==> src/axi_defs_pkg.sv <==
`default_nettype none

package axi_defs_pkg;

   // Bus geometry
   localparam int AXI_ADDR_W     = 32;
   localparam int AXI_DATA_W     = 32;
   localparam int AXI_LEN_W      = 8;
   localparam int AXI_ID_W       = 1;
   localparam int AXI_STRB_BYTES = AXI_DATA_W / 8;
   localparam int OFFSET_W       = $clog2(AXI_STRB_BYTES);

   // Burst limits
   localparam int AXI_MAX_BEATS  = 16;
   localparam int AXI_BOUNDARY   = 4096;
   localparam int AXI_BOUNDARY_W = $clog2(AXI_BOUNDARY);

   // ARBURST encodings
   typedef enum logic [1:0] {
      BURST_FIXED = 2'b00,
      BURST_INCR  = 2'b01,
      BURST_WRAP  = 2'b10
   } axi_burst_e;

   // ARSIZE is log2 of the bytes per beat
   localparam logic [2:0] AXI_SIZE = 3'($clog2(AXI_STRB_BYTES));

endpackage

`default_nettype wire

==> src/rd_defs_pkg.sv <==
`default_nettype none

package rd_defs_pkg;

   // Simple read port geometry
   localparam int LEN_W      = 12;
   localparam int NUM_PORTS  = 2;
   localparam int PORT_IDX_W = $clog2(NUM_PORTS);

   // Wide enough for both output words and bus beats of one request
   localparam int WORD_CNT_W = 11;

   // Adapter FSM
   typedef enum logic [1:0] {
      IDLE = 2'd0,
      PLAN = 2'd1,
      ADDR = 2'd2,
      DATA = 2'd3
   } adapter_state_e;

endpackage

`default_nettype wire

==> src/transfer_planner.sv <==
`timescale 1ns/1ps
`default_nettype none

module transfer_planner
   import axi_defs_pkg::*;
   import rd_defs_pkg::*;
(
   input  wire logic                  clk_i,
   input  wire logic                  rst_i,
   input  wire logic                  start_i,
   input  wire logic                  burst_done_i,
   input  wire logic [AXI_ADDR_W-1:0] addr_i,
   input  wire logic [LEN_W-1:0]      len_i,
   output logic      [AXI_ADDR_W-1:0] burst_addr_o,
   output logic      [AXI_LEN_W-1:0]  burst_len_o,
   output logic                       last_burst_o,
   output logic      [WORD_CNT_W-1:0] word_count_o
);

   logic [AXI_ADDR_W-1:0]          cur_addr_q;
   logic [WORD_CNT_W-1:0]          beats_left_q;
   logic [WORD_CNT_W-1:0]          word_cnt_q;
   logic [AXI_ADDR_W-1:0]          end_addr;
   logic [AXI_ADDR_W-OFFSET_W-1:0] start_word;
   logic [AXI_ADDR_W-OFFSET_W-1:0] end_word;
   logic [WORD_CNT_W-1:0]          start_beats;
   logic [WORD_CNT_W-1:0]          start_words;
   logic [WORD_CNT_W-1:0]          bound_beats;
   logic [WORD_CNT_W-1:0]          burst_beats;

   // Span from the aligned first beat to the beat holding the last byte
   assign end_addr    = addr_i + AXI_ADDR_W'(len_i) - 1'b1;
   assign start_word  = addr_i[AXI_ADDR_W-1:OFFSET_W];
   assign end_word    = end_addr[AXI_ADDR_W-1:OFFSET_W];
   assign start_beats = WORD_CNT_W'(end_word - start_word + 1'b1);

   // Output words depend on the length only
   assign start_words = WORD_CNT_W'(({1'b0, len_i} + (LEN_W+1)'(AXI_STRB_BYTES - 1)) >> OFFSET_W);

   // Beats left before the next 4 KiB page
   assign bound_beats =
      WORD_CNT_W'((AXI_BOUNDARY - cur_addr_q[AXI_BOUNDARY_W-1:0]) >> OFFSET_W);

   always_comb begin
      burst_beats = beats_left_q;
      if (burst_beats > WORD_CNT_W'(AXI_MAX_BEATS)) begin
         burst_beats = WORD_CNT_W'(AXI_MAX_BEATS);
      end
      if (burst_beats > bound_beats) begin
         burst_beats = bound_beats;
      end
   end

   always_ff @(posedge clk_i or posedge rst_i) begin
      if (rst_i) begin
         cur_addr_q   <= '0;
         beats_left_q <= '0;
         word_cnt_q   <= '0;
      end else if (start_i) begin
         cur_addr_q   <= {start_word, {OFFSET_W{1'b0}}};
         beats_left_q <= start_beats;
         word_cnt_q   <= start_words;
      end else if (burst_done_i) begin
         cur_addr_q   <= cur_addr_q + (AXI_ADDR_W'(burst_beats) << OFFSET_W);
         beats_left_q <= beats_left_q - burst_beats;
      end
   end

   assign burst_addr_o = cur_addr_q;
   assign burst_len_o  = AXI_LEN_W'(burst_beats - 1'b1);
   assign last_burst_o = (burst_beats == beats_left_q);
   assign word_count_o = word_cnt_q;

   // A finished burst stayed within the beat cap and its 4 KiB page
   a_burst_legal: assert property (@(posedge clk_i) disable iff (rst_i)
      burst_done_i |-> (burst_len_o < AXI_LEN_W'(AXI_MAX_BEATS)) &&
         (burst_addr_o[AXI_BOUNDARY_W-1:0] + (burst_len_o + 1) * AXI_STRB_BYTES
            <= AXI_BOUNDARY));

endmodule

`default_nettype wire

==> src/burst_aligner.sv <==
`timescale 1ns/1ps
`default_nettype none

module burst_aligner
   import axi_defs_pkg::*;
(
   input  wire logic                  clk_i,
   input  wire logic                  rst_i,
   input  wire logic                  start_i,
   input  wire logic [OFFSET_W-1:0]   offset_i,
   input  wire logic                  beat_valid_i,
   input  wire logic [AXI_DATA_W-1:0] beat_data_i,
   input  wire logic                  final_beat_i,
   output logic                       word_valid_o,
   output logic      [AXI_DATA_W-1:0] word_data_o,
   output logic                       empty_o
);

   logic [OFFSET_W-1:0]     offset_q;
   logic                    first_q;
   logic                    flush_q;
   logic [AXI_DATA_W-1:0]   carry_q;
   logic                    unaligned;
   logic [2*AXI_DATA_W-1:0] pair;
   logic [2*AXI_DATA_W-1:0] shifted;

   assign unaligned = (offset_q != '0);

   // Current beat on top of the carried beat, zeros during the flush
   assign pair    = {flush_q ? {AXI_DATA_W{1'b0}} : beat_data_i, carry_q};
   assign shifted = pair >> {offset_q, 3'b000};

   always_ff @(posedge clk_i or posedge rst_i) begin
      if (rst_i) begin
         offset_q <= '0;
         first_q  <= 1'b0;
         flush_q  <= 1'b0;
      end else if (start_i) begin
         offset_q <= offset_i;
         first_q  <= 1'b1;
         flush_q  <= 1'b0;
      end else if (beat_valid_i) begin
         first_q <= 1'b0;
         flush_q <= final_beat_i && unaligned;
      end else begin
         flush_q <= 1'b0;
      end
   end

   // Upper bytes of the last beat wait here for the next one
   always_ff @(posedge clk_i) begin
      if (beat_valid_i) begin
         carry_q <= beat_data_i;
      end
   end

   // With an offset the first beat only fills the carry
   assign word_valid_o = flush_q || (beat_valid_i && !(first_q && unaligned));
   assign word_data_o  = unaligned ? shifted[AXI_DATA_W-1:0] : beat_data_i;
   assign empty_o      = !flush_q;

endmodule

`default_nettype wire

==> src/axi_read_adapter.sv <==
`timescale 1ns/1ps
`default_nettype none

module axi_read_adapter
   import axi_defs_pkg::*;
   import rd_defs_pkg::*;
(
   input  wire logic                  clk_i,
   input  wire logic                  rst_i,
   input  wire logic                  req_i,
   input  wire logic [AXI_ADDR_W-1:0] addr_i,
   input  wire logic [LEN_W-1:0]      len_i,
   output logic                       ar_valid_o,
   input  wire logic                  ar_ready_i,
   output logic      [AXI_ADDR_W-1:0] ar_addr_o,
   output logic      [AXI_LEN_W-1:0]  ar_len_o,
   input  wire logic                  r_valid_i,
   input  wire logic [AXI_DATA_W-1:0] r_data_i,
   input  wire logic                  r_last_i,
   output logic                       r_ready_o,
   output logic                       strobe_o,
   output logic      [AXI_DATA_W-1:0] data_o,
   output logic                       last_o
);

   adapter_state_e        state_q;
   logic                  start;
   logic                  beat;
   logic                  burst_done;
   logic                  last_burst;
   logic                  align_empty;
   logic                  word_valid;
   logic [WORD_CNT_W-1:0] word_count;
   logic [WORD_CNT_W-1:0] words_q;

   assign start      = (state_q == IDLE) && req_i && align_empty;
   assign beat       = r_valid_i && r_ready_o;
   assign burst_done = beat && r_last_i;

   transfer_planner u_planner (
      .clk_i       (clk_i),
      .rst_i       (rst_i),
      .start_i     (start),
      .burst_done_i(burst_done),
      .addr_i      (addr_i),
      .len_i       (len_i),
      .burst_addr_o(ar_addr_o),
      .burst_len_o (ar_len_o),
      .last_burst_o(last_burst),
      .word_count_o(word_count)
   );

   burst_aligner u_aligner (
      .clk_i       (clk_i),
      .rst_i       (rst_i),
      .start_i     (start),
      .offset_i    (addr_i[OFFSET_W-1:0]),
      .beat_valid_i(beat),
      .beat_data_i (r_data_i),
      .final_beat_i(burst_done && last_burst),
      .word_valid_o(word_valid),
      .word_data_o (data_o),
      .empty_o     (align_empty)
   );

   always_ff @(posedge clk_i or posedge rst_i) begin
      if (rst_i) begin
         state_q <= IDLE;
      end else begin
         case (state_q)
            IDLE: if (start) state_q <= PLAN;
            PLAN: state_q <= ADDR;
            ADDR: if (ar_ready_i) state_q <= DATA;
            DATA: begin
               if (burst_done) begin
                  state_q <= last_burst ? IDLE : PLAN;
               end
            end
            default: state_q <= IDLE;
         endcase
      end
   end

   // Count delivered words, the flush may run past the end
   always_ff @(posedge clk_i or posedge rst_i) begin
      if (rst_i) begin
         words_q <= '0;
      end else if (start) begin
         words_q <= '0;
      end else if (strobe_o) begin
         words_q <= words_q + 1'b1;
      end
   end

   assign ar_valid_o = (state_q == ADDR);
   assign r_ready_o  = (state_q == DATA);
   assign strobe_o   = word_valid && (words_q < word_count);
   assign last_o     = strobe_o && ((words_q + WORD_CNT_W'(1)) == word_count);

   // Address request stays put while the arbiter or slave stalls
   a_ar_stable: assert property (@(posedge clk_i) disable iff (rst_i)
      ar_valid_o && !ar_ready_i |=> ar_valid_o && $stable(ar_addr_o) && $stable(ar_len_o));

endmodule

`default_nettype wire

==> src/axi_read_arbiter.sv <==
`timescale 1ns/1ps
`default_nettype none

module axi_read_arbiter
   import axi_defs_pkg::*;
   import rd_defs_pkg::*;
(
   input  wire logic                                  clk_i,
   input  wire logic                                  rst_i,
   input  wire logic [NUM_PORTS-1:0]                  ar_valid_i,
   input  wire logic [NUM_PORTS-1:0][AXI_ADDR_W-1:0]  ar_addr_i,
   input  wire logic [NUM_PORTS-1:0][AXI_LEN_W-1:0]   ar_len_i,
   input  wire logic [NUM_PORTS-1:0]                  r_ready_i,
   output logic      [NUM_PORTS-1:0]                  ar_ready_o,
   output logic      [NUM_PORTS-1:0]                  r_valid_o,
   output logic      [NUM_PORTS-1:0][AXI_DATA_W-1:0]  r_data_o,
   output logic      [NUM_PORTS-1:0]                  r_last_o,
   output logic                                       axi_arvalid_o,
   input  wire logic                                  axi_arready_i,
   output logic      [AXI_ADDR_W-1:0]                 axi_araddr_o,
   output logic      [AXI_LEN_W-1:0]                  axi_arlen_o,
   output logic      [AXI_ID_W-1:0]                   axi_arid_o,
   output logic      [2:0]                            axi_arsize_o,
   output logic      [1:0]                            axi_arburst_o,
   input  wire logic                                  axi_rvalid_i,
   output logic                                       axi_rready_o,
   input  wire logic [AXI_DATA_W-1:0]                 axi_rdata_i,
   input  wire logic                                  axi_rlast_i,
   input  wire logic [AXI_ID_W-1:0]                   axi_rid_i
);

   logic                  owner_q;
   logic [PORT_IDX_W-1:0] grant_q;
   logic [PORT_IDX_W-1:0] prio_q;
   logic [PORT_IDX_W-1:0] pick;
   logic [PORT_IDX_W-1:0] scan_idx;
   logic                  found;
   logic [NUM_PORTS-1:0]  port_sel;
   logic                  burst_end;

   // Search pending requests starting at the rotating priority
   always_comb begin
      pick     = '0;
      scan_idx = '0;
      found    = 1'b0;
      for (int i = 0; i < NUM_PORTS; i++) begin
         scan_idx = PORT_IDX_W'((int'(prio_q) + i) % NUM_PORTS);
         if (!found && ar_valid_i[scan_idx]) begin
            pick  = scan_idx;
            found = 1'b1;
         end
      end
   end

   assign burst_end = axi_rvalid_i && axi_rready_o && axi_rlast_i;

   always_ff @(posedge clk_i or posedge rst_i) begin
      if (rst_i) begin
         owner_q <= 1'b0;
         grant_q <= '0;
         prio_q  <= '0;
      end else if (!owner_q) begin
         if (found) begin
            owner_q <= 1'b1;
            grant_q <= pick;
            prio_q  <= PORT_IDX_W'((int'(pick) + 1) % NUM_PORTS);
         end
      end else if (burst_end) begin
         owner_q <= 1'b0;
      end
   end

   always_comb begin
      for (int p = 0; p < NUM_PORTS; p++) begin
         port_sel[p] = owner_q && (grant_q == PORT_IDX_W'(p));
      end
   end

   // AR side follows the owner
   assign axi_arvalid_o = owner_q && ar_valid_i[grant_q];
   assign axi_araddr_o  = ar_addr_i[grant_q];
   assign axi_arlen_o   = ar_len_i[grant_q];
   assign axi_arid_o    = AXI_ID_W'(grant_q);
   assign axi_arsize_o  = AXI_SIZE;
   assign axi_arburst_o = BURST_INCR;
   assign ar_ready_o    = port_sel & {NUM_PORTS{axi_arready_i}};

   // R side, data shared, valid and last only to the owner
   assign axi_rready_o = owner_q && r_ready_i[grant_q];
   assign r_valid_o    = port_sel & {NUM_PORTS{axi_rvalid_i}};
   assign r_last_o     = port_sel & {NUM_PORTS{axi_rlast_i}};
   assign r_data_o     = {NUM_PORTS{axi_rdata_i}};

   // Slave must answer with the ID of the burst in flight
   a_rid_match: assert property (@(posedge clk_i) disable iff (rst_i)
      axi_rvalid_i && axi_rready_o |-> axi_rid_i == AXI_ID_W'(grant_q));

endmodule

`default_nettype wire

==> src/dual_read_frontend.sv <==
`timescale 1ns/1ps
`default_nettype none

module dual_read_frontend
   import axi_defs_pkg::*;
   import rd_defs_pkg::*;
(
   input  wire logic                  clk_i,
   input  wire logic                  rst_i,
   // Port 0
   input  wire logic                  rd_req_0_i,
   input  wire logic [AXI_ADDR_W-1:0] rd_addr_0_i,
   input  wire logic [LEN_W-1:0]      rd_len_0_i,
   output logic                       rd_strobe_0_o,
   output logic      [AXI_DATA_W-1:0] rd_data_0_o,
   output logic                       rd_last_0_o,
   // Port 1
   input  wire logic                  rd_req_1_i,
   input  wire logic [AXI_ADDR_W-1:0] rd_addr_1_i,
   input  wire logic [LEN_W-1:0]      rd_len_1_i,
   output logic                       rd_strobe_1_o,
   output logic      [AXI_DATA_W-1:0] rd_data_1_o,
   output logic                       rd_last_1_o,
   // AXI read channels
   output logic                       axi_arvalid_o,
   input  wire logic                  axi_arready_i,
   output logic      [AXI_ADDR_W-1:0] axi_araddr_o,
   output logic      [AXI_LEN_W-1:0]  axi_arlen_o,
   output logic      [AXI_ID_W-1:0]   axi_arid_o,
   output logic      [2:0]            axi_arsize_o,
   output logic      [1:0]            axi_arburst_o,
   input  wire logic                  axi_rvalid_i,
   output logic                       axi_rready_o,
   input  wire logic [AXI_DATA_W-1:0] axi_rdata_i,
   input  wire logic                  axi_rlast_i,
   input  wire logic [AXI_ID_W-1:0]   axi_rid_i
);

   wire [NUM_PORTS-1:0]                 ar_valid;
   wire [NUM_PORTS-1:0]                 ar_ready;
   wire [NUM_PORTS-1:0][AXI_ADDR_W-1:0] ar_addr;
   wire [NUM_PORTS-1:0][AXI_LEN_W-1:0]  ar_len;
   wire [NUM_PORTS-1:0]                 r_valid;
   wire [NUM_PORTS-1:0][AXI_DATA_W-1:0] r_data;
   wire [NUM_PORTS-1:0]                 r_last;
   wire [NUM_PORTS-1:0]                 r_ready;

   axi_read_adapter u_adapter_0 (
      .clk_i(clk_i),           .rst_i(rst_i),
      .req_i(rd_req_0_i),      .addr_i(rd_addr_0_i),   .len_i(rd_len_0_i),
      .ar_valid_o(ar_valid[0]), .ar_ready_i(ar_ready[0]),
      .ar_addr_o(ar_addr[0]),  .ar_len_o(ar_len[0]),
      .r_valid_i(r_valid[0]),  .r_data_i(r_data[0]),   .r_last_i(r_last[0]),
      .r_ready_o(r_ready[0]),
      .strobe_o(rd_strobe_0_o), .data_o(rd_data_0_o),  .last_o(rd_last_0_o)
   );

   axi_read_adapter u_adapter_1 (
      .clk_i(clk_i),           .rst_i(rst_i),
      .req_i(rd_req_1_i),      .addr_i(rd_addr_1_i),   .len_i(rd_len_1_i),
      .ar_valid_o(ar_valid[1]), .ar_ready_i(ar_ready[1]),
      .ar_addr_o(ar_addr[1]),  .ar_len_o(ar_len[1]),
      .r_valid_i(r_valid[1]),  .r_data_i(r_data[1]),   .r_last_i(r_last[1]),
      .r_ready_o(r_ready[1]),
      .strobe_o(rd_strobe_1_o), .data_o(rd_data_1_o),  .last_o(rd_last_1_o)
   );

   axi_read_arbiter u_arbiter (
      .clk_i        (clk_i),
      .rst_i        (rst_i),
      .ar_valid_i   (ar_valid),
      .ar_addr_i    (ar_addr),
      .ar_len_i     (ar_len),
      .r_ready_i    (r_ready),
      .ar_ready_o   (ar_ready),
      .r_valid_o    (r_valid),
      .r_data_o     (r_data),
      .r_last_o     (r_last),
      .axi_arvalid_o(axi_arvalid_o),
      .axi_arready_i(axi_arready_i),
      .axi_araddr_o (axi_araddr_o),
      .axi_arlen_o  (axi_arlen_o),
      .axi_arid_o   (axi_arid_o),
      .axi_arsize_o (axi_arsize_o),
      .axi_arburst_o(axi_arburst_o),
      .axi_rvalid_i (axi_rvalid_i),
      .axi_rready_o (axi_rready_o),
      .axi_rdata_i  (axi_rdata_i),
      .axi_rlast_i  (axi_rlast_i),
      .axi_rid_i    (axi_rid_i)
   );

endmodule

`default_nettype wire

==> config.mk <==
export PLATFORM = sky130hd
export DESIGN_NAME = dual_read_frontend
export DESIGN_NICKNAME = d
export VERILOG_FILES = /design/src/axi_defs_pkg.sv /design/src/rd_defs_pkg.sv /design/src/transfer_planner.sv /design/src/burst_aligner.sv /design/src/axi_read_adapter.sv /design/src/axi_read_arbiter.sv /design/src/dual_read_frontend.sv
export SDC_FILE = /design/constraint.sdc
export NUM_CORES = 1
export LEC_CHECK = 0
export BUFFER_PORTS_ARGS = -buffer_cell sky130_fd_sc_hd__clkbuf_2
export CORE_ASPECT_RATIO = 1.25
export CORE_UTILIZATION = 30
export CTS_CLUSTER_SIZE = 8
export DETAILED_ROUTE_END_ITERATION = 16
export GPL_ROUTABILITY_DRIVEN = 0
export PLACE_DENSITY = 0.58
export SYNTH_ARGS = -nofsm -noshare
export SYNTH_HDL_FRONTEND = slang
export SYNTH_SLANG_ARGS = --single-unit
==> constraint.sdc <==
create_clock -name clk_i -period 12.9 [get_ports clk_i]
set_input_delay 1.935 -clock clk_i [delete_from_list [all_inputs] [get_ports clk_i]]
set_output_delay 1.935 -clock clk_i [all_outputs]
set_load 0.02 [all_outputs]
======== Yosys cells after proc, flatten, opt, wreduce, memory -nomap -nowiden ========
Index checks and enable logic that the tools add are counted.
operators by class
  shifts and indexed selects .............. 2
  $add $sub $neg .......................... 22
  $mul .................................... 0
  divide/modulo/power cells ............... 0
  bitwise gates (word level) .............. 5
  equality and inequality tests ........... 16
  magnitude comparators ................... 9
  reduce and logical (&&, ||, !) cells .... 47
  mux-type cells .......................... 57
operators with widths
  operator                  number
  $mux W32                  10
  $mux W11                  12
  $shr A64 B5 Y32           2
  $add A32 B13 Y32          2
  $add A11 B1 Y11 const B   4
  $eq A11 B11 Y1            4
  $sub A11 B11 Y11          4
  $logic_and A1 B1 Y1       27
  $add A12 B2 Y13 const B   2
  $add A13 B12 Y13          2
  $sub A13 B1 Y13 const B   2
  $sub A13 B12 Y13 const A  2
  $mux W1                   25
  $gt A11 B11 Y1            2
  $gt A11 B5 Y1 const B     2
  $lt A11 B11 Y1            2
  $mux W8                   2
  $pmux W2 S4               2
  $reduce_bool A2 Y1        8
  $sub A8 B1 Y8 const B     2
  $mux W2                   6
  $eq A2 B2 Y1 const B      4
  $ne A2 B2 Y1 const B      4
  $and A2 B2 Y2             3
  10 further kinds          23
word-level totals
  memories kept ........................... 0
  RAM bits ................................ 0
  word-level logic and storage cells ...... 179
  bits in latches ......................... 0
  memory bits (read-only) ................. 0
  register bits after elaboration ......... 209

======== Depth between registers and ports, before layout ========
  word-level depth ........................ 9
  depth in mapped cells ................... 26
  mapped depth without buffers ............ 24

======== Cells and area by module ========
Synthesis repeated with hierarchy kept, for this count alone.
second synthesis, totals
  cell total of the unflattened synthesis .. 2130
  area total of the unflattened synthesis .. 19104.6 µm²
by module, submodules not included
  module                                    cells an instance  area an instance (µm²)  sequential area each (µm²)  instances
  transfer_planner (u_adapter_1.u_planner)  712                5637.9                  1301.2                      1
  transfer_planner (u_adapter_0.u_planner)  691                5610.4                  1301.2                      1
  burst_aligner                             126                1905.6                  820.8                       2
  axi_read_adapter                          168                1355.0                  325.3                       2
  axi_read_arbiter                          139                1335.0                  75.1                        1

======== Worst setup path after synthesis ========
Ideal clock, no wire load.
  kind .................................... in2out
  start point ............................. input port axi_rvalid_i
  end point ............................... output port rd_last_0_o
  path buffers ............................ 3
  path slack .............................. 6.830 ns
  data required time ...................... 10.965 ns
  stages .................................. 8
  arrival ................................. 4.135 ns
  path through ............................ and4b_1 > clkbuf_1 > a21oi_1 > nor2_1 > nand3_1 > clkbuf_1 > clkbuf_1 > nor3_1
on the way
  longest elaborated chain between the ends .. 6
RTL lines
  element               RTL line                  RTL
  start, declared       dual_read_frontend.sv:32  input wire logic axi_rvalid_i,
  $and A2 B2 Y2         axi_read_arbiter.sv:90    assign r_valid_o = port_sel & {NUM_PORTS{axi_rvalid_i}};
  $logic_and A1 B1 Y1   axi_read_adapter.sv:37    assign beat = r_valid_i && r_ready_o;
  net u_adapter_0.beat  axi_read_adapter.sv:28    logic beat;
  $logic_and A1 B1 Y1   burst_aligner.sv:58       assign word_valid_o = flush_q || (beat_valid_i && !(first_q && unaligned));
  $logic_or A1 B1 Y1    burst_aligner.sv:58
  $logic_and A1 B1 Y1   axi_read_adapter.sv:97    assign strobe_o = word_valid && (words_q < word_count);
  $logic_and A1 B1 Y1   axi_read_adapter.sv:98    assign last_o = strobe_o && ((words_q + WORD_CNT_W'(1)) == word_count);
  end, declared         dual_read_frontend.sv:16  output logic rd_last_0_o,
The timed path passes the listed nets, and every way through them passes these cells.

======== Worst setup path in the final report ========
  start point ............................. register u_adapter_1.u_planner.cur_addr_q[5], in the netlist u_adapter_1.u_planner.burst_addr_o[5]
  end point ............................... output port axi_arlen_o[6]
on the way
  longest elaborated chain between the ends .. 6
RTL lines
  element                                          RTL line                  RTL
  start, declared                                  transfer_planner.sv:20    logic [AXI_ADDR_W-1:0] cur_addr_q;
  start signal, assigned                           transfer_planner.sv:60    cur_addr_q <= {start_word, {OFFSET_W{1'b0}}};
  start signal, assigned                           transfer_planner.sv:64    cur_addr_q <= cur_addr_q + (AXI_ADDR_W'(burst_beats) << OFFSET_W);
  $sub A13 B12 Y13 (*)                             transfer_planner.sv:42    WORD_CNT_W'((AXI_BOUNDARY - cur_addr_q[AXI_BOUNDARY_W-1:0]) >> OFFSET_W);
  $gt A11 B11 Y1                                   transfer_planner.sv:49    if (burst_beats > bound_beats) begin
  $mux W11 (*)                                     transfer_planner.sv:49
  $sub A8 B1 Y8 (*)                                transfer_planner.sv:70    assign burst_len_o = AXI_LEN_W'(burst_beats - 1'b1);
  $mux W8 (not written as such) (*) (2 in series)  axi_read_arbiter.sv:82    assign axi_arlen_o = ar_len_i[grant_q];
  end, declared                                    dual_read_frontend.sv:28  output logic [AXI_LEN_W-1:0] axi_arlen_o,
Every way passes the cells marked *; elsewhere a longest branch is shown, timed or not. The select of a mux whose other input is x is not followed.

==> flow_metrics.py <==
metrics = {
    "run_status": {
        "status": "complete, no violations",
    },
    "clock_network": {
        "insertion_delay_ns": 0.48,
        "cts_tree": "done",
        "ctsHoldBuffers": 0,
        "cts_sinks": 189,
        "h-tree-depth": 4,
        "cts_repair_resize_count": 0,
        "clockBufferDepth": 2,
        "root_buffer": "clkbuf_16",
        "numCtsBuffers": 17,
        "clk_pin_slew_ns": 0.08,
        "post_cts_buffers": 0,
    },
    "pwr": {
        "powerDensity_nw_per_um2": 240.2,
        "p_leak_nw": 8.762,
        "ir_worst_vdd_mv": 0.1279,
    },
    "timing": {
        "finalCritPeriodShare": 0.5417,
        "fmax_mhz": 143.1,
        "timing.hold.ws_ns": 0.5053,
        "fin_ws_ns": 5.912,
        "rsz0062_at_grt": "false",
        "fin_skew_ns": 0.01786,
        "max_slew_margin": 0.3751,
        "maxSlewViolCount": 0,
        "hold_viol": 0,
        "worst_pin_slew_ns": 0.9354,
        "finalSetupTns_ns": 0,
        "period_minus_slack_ns": 6.988,
        "finalSetupViolations": 0,
    },
    "yosys": {
        "synth_largest_area_cell": "dfrtp_1",
        "ys_top_cells_by_area": "dfrtp_1 (21%), ha_1 (13%), edfxtp_1 (8.4%)",
        "synth_async_sr_flop_share": 0.7460,
        "synth_edf_count": 48,
        "ys_types": 83,
        "yosysTopAreaCellShare": 0.2051,
        "ys_ff_latch": 189,
        "ys_warn_count": 0,
        "avgSynthCellArea_um2": 8.513,
        "syn-cell-area_um2": 17200,
        "synth_cells": 2021,
        "yosysSeqAreaShare": 0.2889,
        "ys.flop_type": "dfrtp_1",
    },
    "routing": {
        "dr_total_vias": 15140,
        "wirelength_mm": 49.11,
        "wl_per_cell_um": 16.54,
        "drc_errors": 0,
        "firstDrtPassIters": 5,
        "final_antenna_net_count": 0,
        "viasPerCell": 5.098,
        "drtIter0Drc": 830,
    },
    "floorplanning": {
        "initial_core_util": 0.3055,
        "die_x_um": 216.2,
        "core_um2": 56310,
        "die-area_um2": 58310,
        "ioPinCount": 244,
        "row_count": 97,
        "die_y_um": 269.7,
    },
    "worst_setup_path": {
        "arrival_ns": 5.05,
        "startpoint": "u_adapter_1.u_planner.burst_addr_o[5]$_DFFE_PP0P_",
        "crit_slowest_cell": "mux2i_1",
        "crit_buf_inv": 1,
        "start_kind": "flop",
        "cp-end-kind": "output pin",
        "r2r-end": "u_adapter_0.u_planner.burst_addr_o[24]$_DFFE_PP0P_",
        "reg2reg_depth": 24,
        "cpMostUsedCell": "ha_1",
        "crit_required_ns": 10.97,
        "worst_path_dominant_cell_family": "simple AND/OR/NAND/NOR gates",
        "crit_path_max_fanout": 10,
        "worstSetupPathType": "reg -> out",
        "r2r-start": "u_adapter_0.u_planner.burst_addr_o[3]$_DFFE_PP0P_",
        "critical_path_depth": 16,
        "rrSetupSlack_ns": 6.82,
        "cp_slowest_stage_delay_ns": 0.59,
        "worstPathCellList": "or4_4 > nor3_2 > nor4b_1 > xor2_1 > ha_1 > nand4_1 > a211oi_1 > a211oi_2 > a41oi_4 > mux2i_1 > nand2_1 > o21ai_0 > ha_1 > o211ai_2 > xnor2_1 > clkbuf_2",
        "crit_end": "axi_arlen_o[6]",
    },
    "hold_path": {
        "hold_class": "reg -> reg",
    },
    "placed_design": {
        "hpwl_mm": 37.97,
        "dp_slack_ns": 6.427,
        "portBuffers": 235,
    },
    "grt": {
        "grt_pass1_wl_mm": 79.23,
        "grt_pass1_vias": 14960,
        "grt_remaining_overflow": 0,
        "antenna_found_initial": 1,
        "grt_usage": 0.1691,
        "grt_max_degree": 83,
    },
    "final_layout": {
        "nNetsFinal": 2526,
        "drive_gt1_frac": 0.1671,
        "synthToLayoutAreaGrowth_pct": 14.45,
    },
    "job": {
        "max_cap_violations": 0,
    },
}
[flip-flops by register name, indices dropped and copies added, names as in the netlist, 2 cells and up]
| register | flops |
|---|---|
| u_adapter_0.u_aligner.carry_q | 24 |
| u_adapter_1.u_aligner.carry_q | 24 |
| u_adapter_0.u_planner.beats_left_q | 11 |
| u_adapter_1.words_q | 11 |
| u_adapter_1.u_aligner.offset_q | 2 |
| u_adapter_1.u_planner.word_count_o | 11 |
| u_adapter_0.u_planner.burst_addr_o | 30 |
| u_adapter_0.state_q | 2 |
| u_adapter_1.state_q | 2 |
| u_adapter_0.u_planner.word_count_o | 11 |
| u_adapter_1.u_planner.burst_addr_o | 30 |
| u_adapter_0.words_q | 11 |
| u_adapter_0.u_aligner.offset_q | 2 |
| u_adapter_1.u_planner.beats_left_q | 11 |
[how the worst min path moves through the flow]
stage	from	endpoint	cells past startpoint
after floorplan	u_arbiter.prio_q$_DFFE_PP0P_	u_arbiter.prio_q$_DFFE_PP0P_	1
final	u_adapter_1.u_planner.word_count_o[0]$_DFFE_PP0P_	u_adapter_1.u_planner.word_count_o[0]$_DFFE_PP0P_	2
after CTS	u_adapter_1.u_planner.word_count_o[0]$_DFFE_PP0P_	u_adapter_1.u_planner.word_count_o[0]$_DFFE_PP0P_	2
after global placement	u_arbiter.prio_q$_DFFE_PP0P_	u_arbiter.prio_q$_DFFE_PP0P_	1
after detailed placement	u_adapter_1.u_planner.word_count_o[0]$_DFFE_PP0P_	u_adapter_1.u_planner.word_count_o[0]$_DFFE_PP0P_	2
after global routing	u_arbiter.prio_q$_DFFE_PP0P_	u_arbiter.prio_q$_DFFE_PP0P_	1
[through the flow]
step	utilization	instance area (µm²)	power, mW	cells
floorplan	-	17270	3.343	2038
global placement	0.3395	19120	4.116	2936
detailed placement	0.3395	19120	4.186	2936
CTS	0.3496	19690	4.748	2968
global route	0.3496	19690	5.158	2968
finish	0.3496	19690	4.730	2970
[cells in the final DEF, fill, tap and decap left out, types with 8 or more instances in the layout]
| cell | Yosys | routed |
|---|---|---|
| nor2_1 | 87 | 86 |
| o22ai_1 | 27 | 27 |
| xor2_1 | 45 | 45 |
| a21oi_1 | 176 | 176 |
| clkbuf_16 | 0 | 17 |
| conb_1 | 2 | 19 |
| buf_4 | 8 | 16 |
| o21ai_1 | 19 | 19 |
| a21o_1 | 25 | 25 |
| mux2i_1 | 38 | 38 |
| dfrtp_1 | 141 | 137 |
| and3_1 | 20 | 20 |
| o21bai_1 | 19 | 19 |
| a211oi_1 | 45 | 45 |
| clkbuf_2 | 0 | 235 |
| edfxtp_1 | 48 | 48 |
| o21ai_0 | 133 | 133 |
| o21a_1 | 15 | 15 |
| mux4_2 | 16 | 16 |
| o211ai_1 | 8 | 8 |
| nand2_1 | 187 | 187 |
| a31oi_1 | 12 | 12 |
| xnor2_1 | 131 | 131 |
| nor4_1 | 11 | 11 |
| nand4_1 | 15 | 15 |
| fa_1 | 8 | 8 |
| nand2b_1 | 11 | 11 |
| nand3_1 | 48 | 48 |
| nor3_1 | 40 | 40 |
| inv_1 | 197 | 197 |
| or3_1 | 19 | 19 |
| mux2_2 | 30 | 30 |
| a221oi_1 | 9 | 9 |
| nor2b_1 | 65 | 65 |
| ha_1 | 177 | 177 |
[cell families after synthesis]
family | Yosys count | synth area share
compound gates | 537 | 0.1908
other cells | 2 | 0.0004365
simple gates | 552 | 0.1612
xor+xnor | 176 | 0.08960
flops | 189 | 0.2889
mux | 86 | 0.06480
fa+ha+maj | 185 | 0.1380
buf+inv | 294 | 0.06625
[where the power goes]
part | switching, mW | total, mW | internal (mW)
clock network | 0.274 | 0.535 | 0.260
logic | 1.89 | 3.13 | 1.24
registers | 0.246 | 1.07 | 0.820
total | 2.41 | 4.73 | 2.32
[Yosys cell counts, types with 5 or more instances]
| cell type | instances |
|---|---|
| o2111ai_1 | 5 |
| a221oi_1 | 9 |
| xnor2_1 | 131 |
| buf_2 | 5 |
| clkbuf_1 | 71 |
| or3_1 | 19 |
| nand2_1 | 187 |
| nand4_1 | 15 |
| fa_1 | 8 |
| o21bai_1 | 19 |
| mux2i_1 | 38 |
| and2_1 | 7 |
| nor4_1 | 11 |
| nor2b_1 | 65 |
| buf_1 | 11 |
| nor2_1 | 87 |
| nand2b_1 | 11 |
| nand3_1 | 48 |
| a211oi_1 | 45 |
| xor2_1 | 45 |
| a21boi_0 | 7 |
| o21ai_1 | 19 |
| dfrtp_1 | 141 |
| o21a_1 | 15 |
| edfxtp_1 | 48 |
| buf_4 | 8 |
| a21oi_1 | 176 |
| a21o_1 | 25 |
| o21ai_0 | 133 |
| a31oi_1 | 12 |
| o31ai_1 | 5 |
| o211ai_1 | 8 |
| ha_1 | 177 |
| nor3_1 | 40 |
| or2_2 | 6 |
| mux4_2 | 16 |
| inv_1 | 197 |
| o22ai_1 | 27 |
| and3_1 | 20 |
| mux2_2 | 30 |
[cell type report]
class                      instances  area (µm²)
clock buffer                      19       442.9
antenna                            2       5.005
tap                              742       928.4
sequential                       189        4975
timing repair buffer             251        1296
fill                            5908       36620
inverter                         199       752.0
clock inverter                    13       123.9
multi-input combinational       1555       11170
[worst min-delay path: cells and delay by family, from the launching register on]
family           cells  cell delay, ns
flip-flops           1            0.36
AO/OA/AOI/OAI        1            0.06
AND/OR/NAND/NOR      1            0.05
[routing by layer]
layer / routed length (µm) / global-route usage / vias to the layer above / share of wire
met4: 804 / 0.04466 / 0 / 0.016
met2: 24360 / 0.3001 / 376 / 0.50
li1: - / - / 7479 / -
met1: 20930 / 0.2033 / 7235 / 0.43
met5: 0 / 0 / - / 0
met3: 3011 / 0.03779 / 52 / 0.061
No activity file was read; power rests on OpenSTA's default activity.
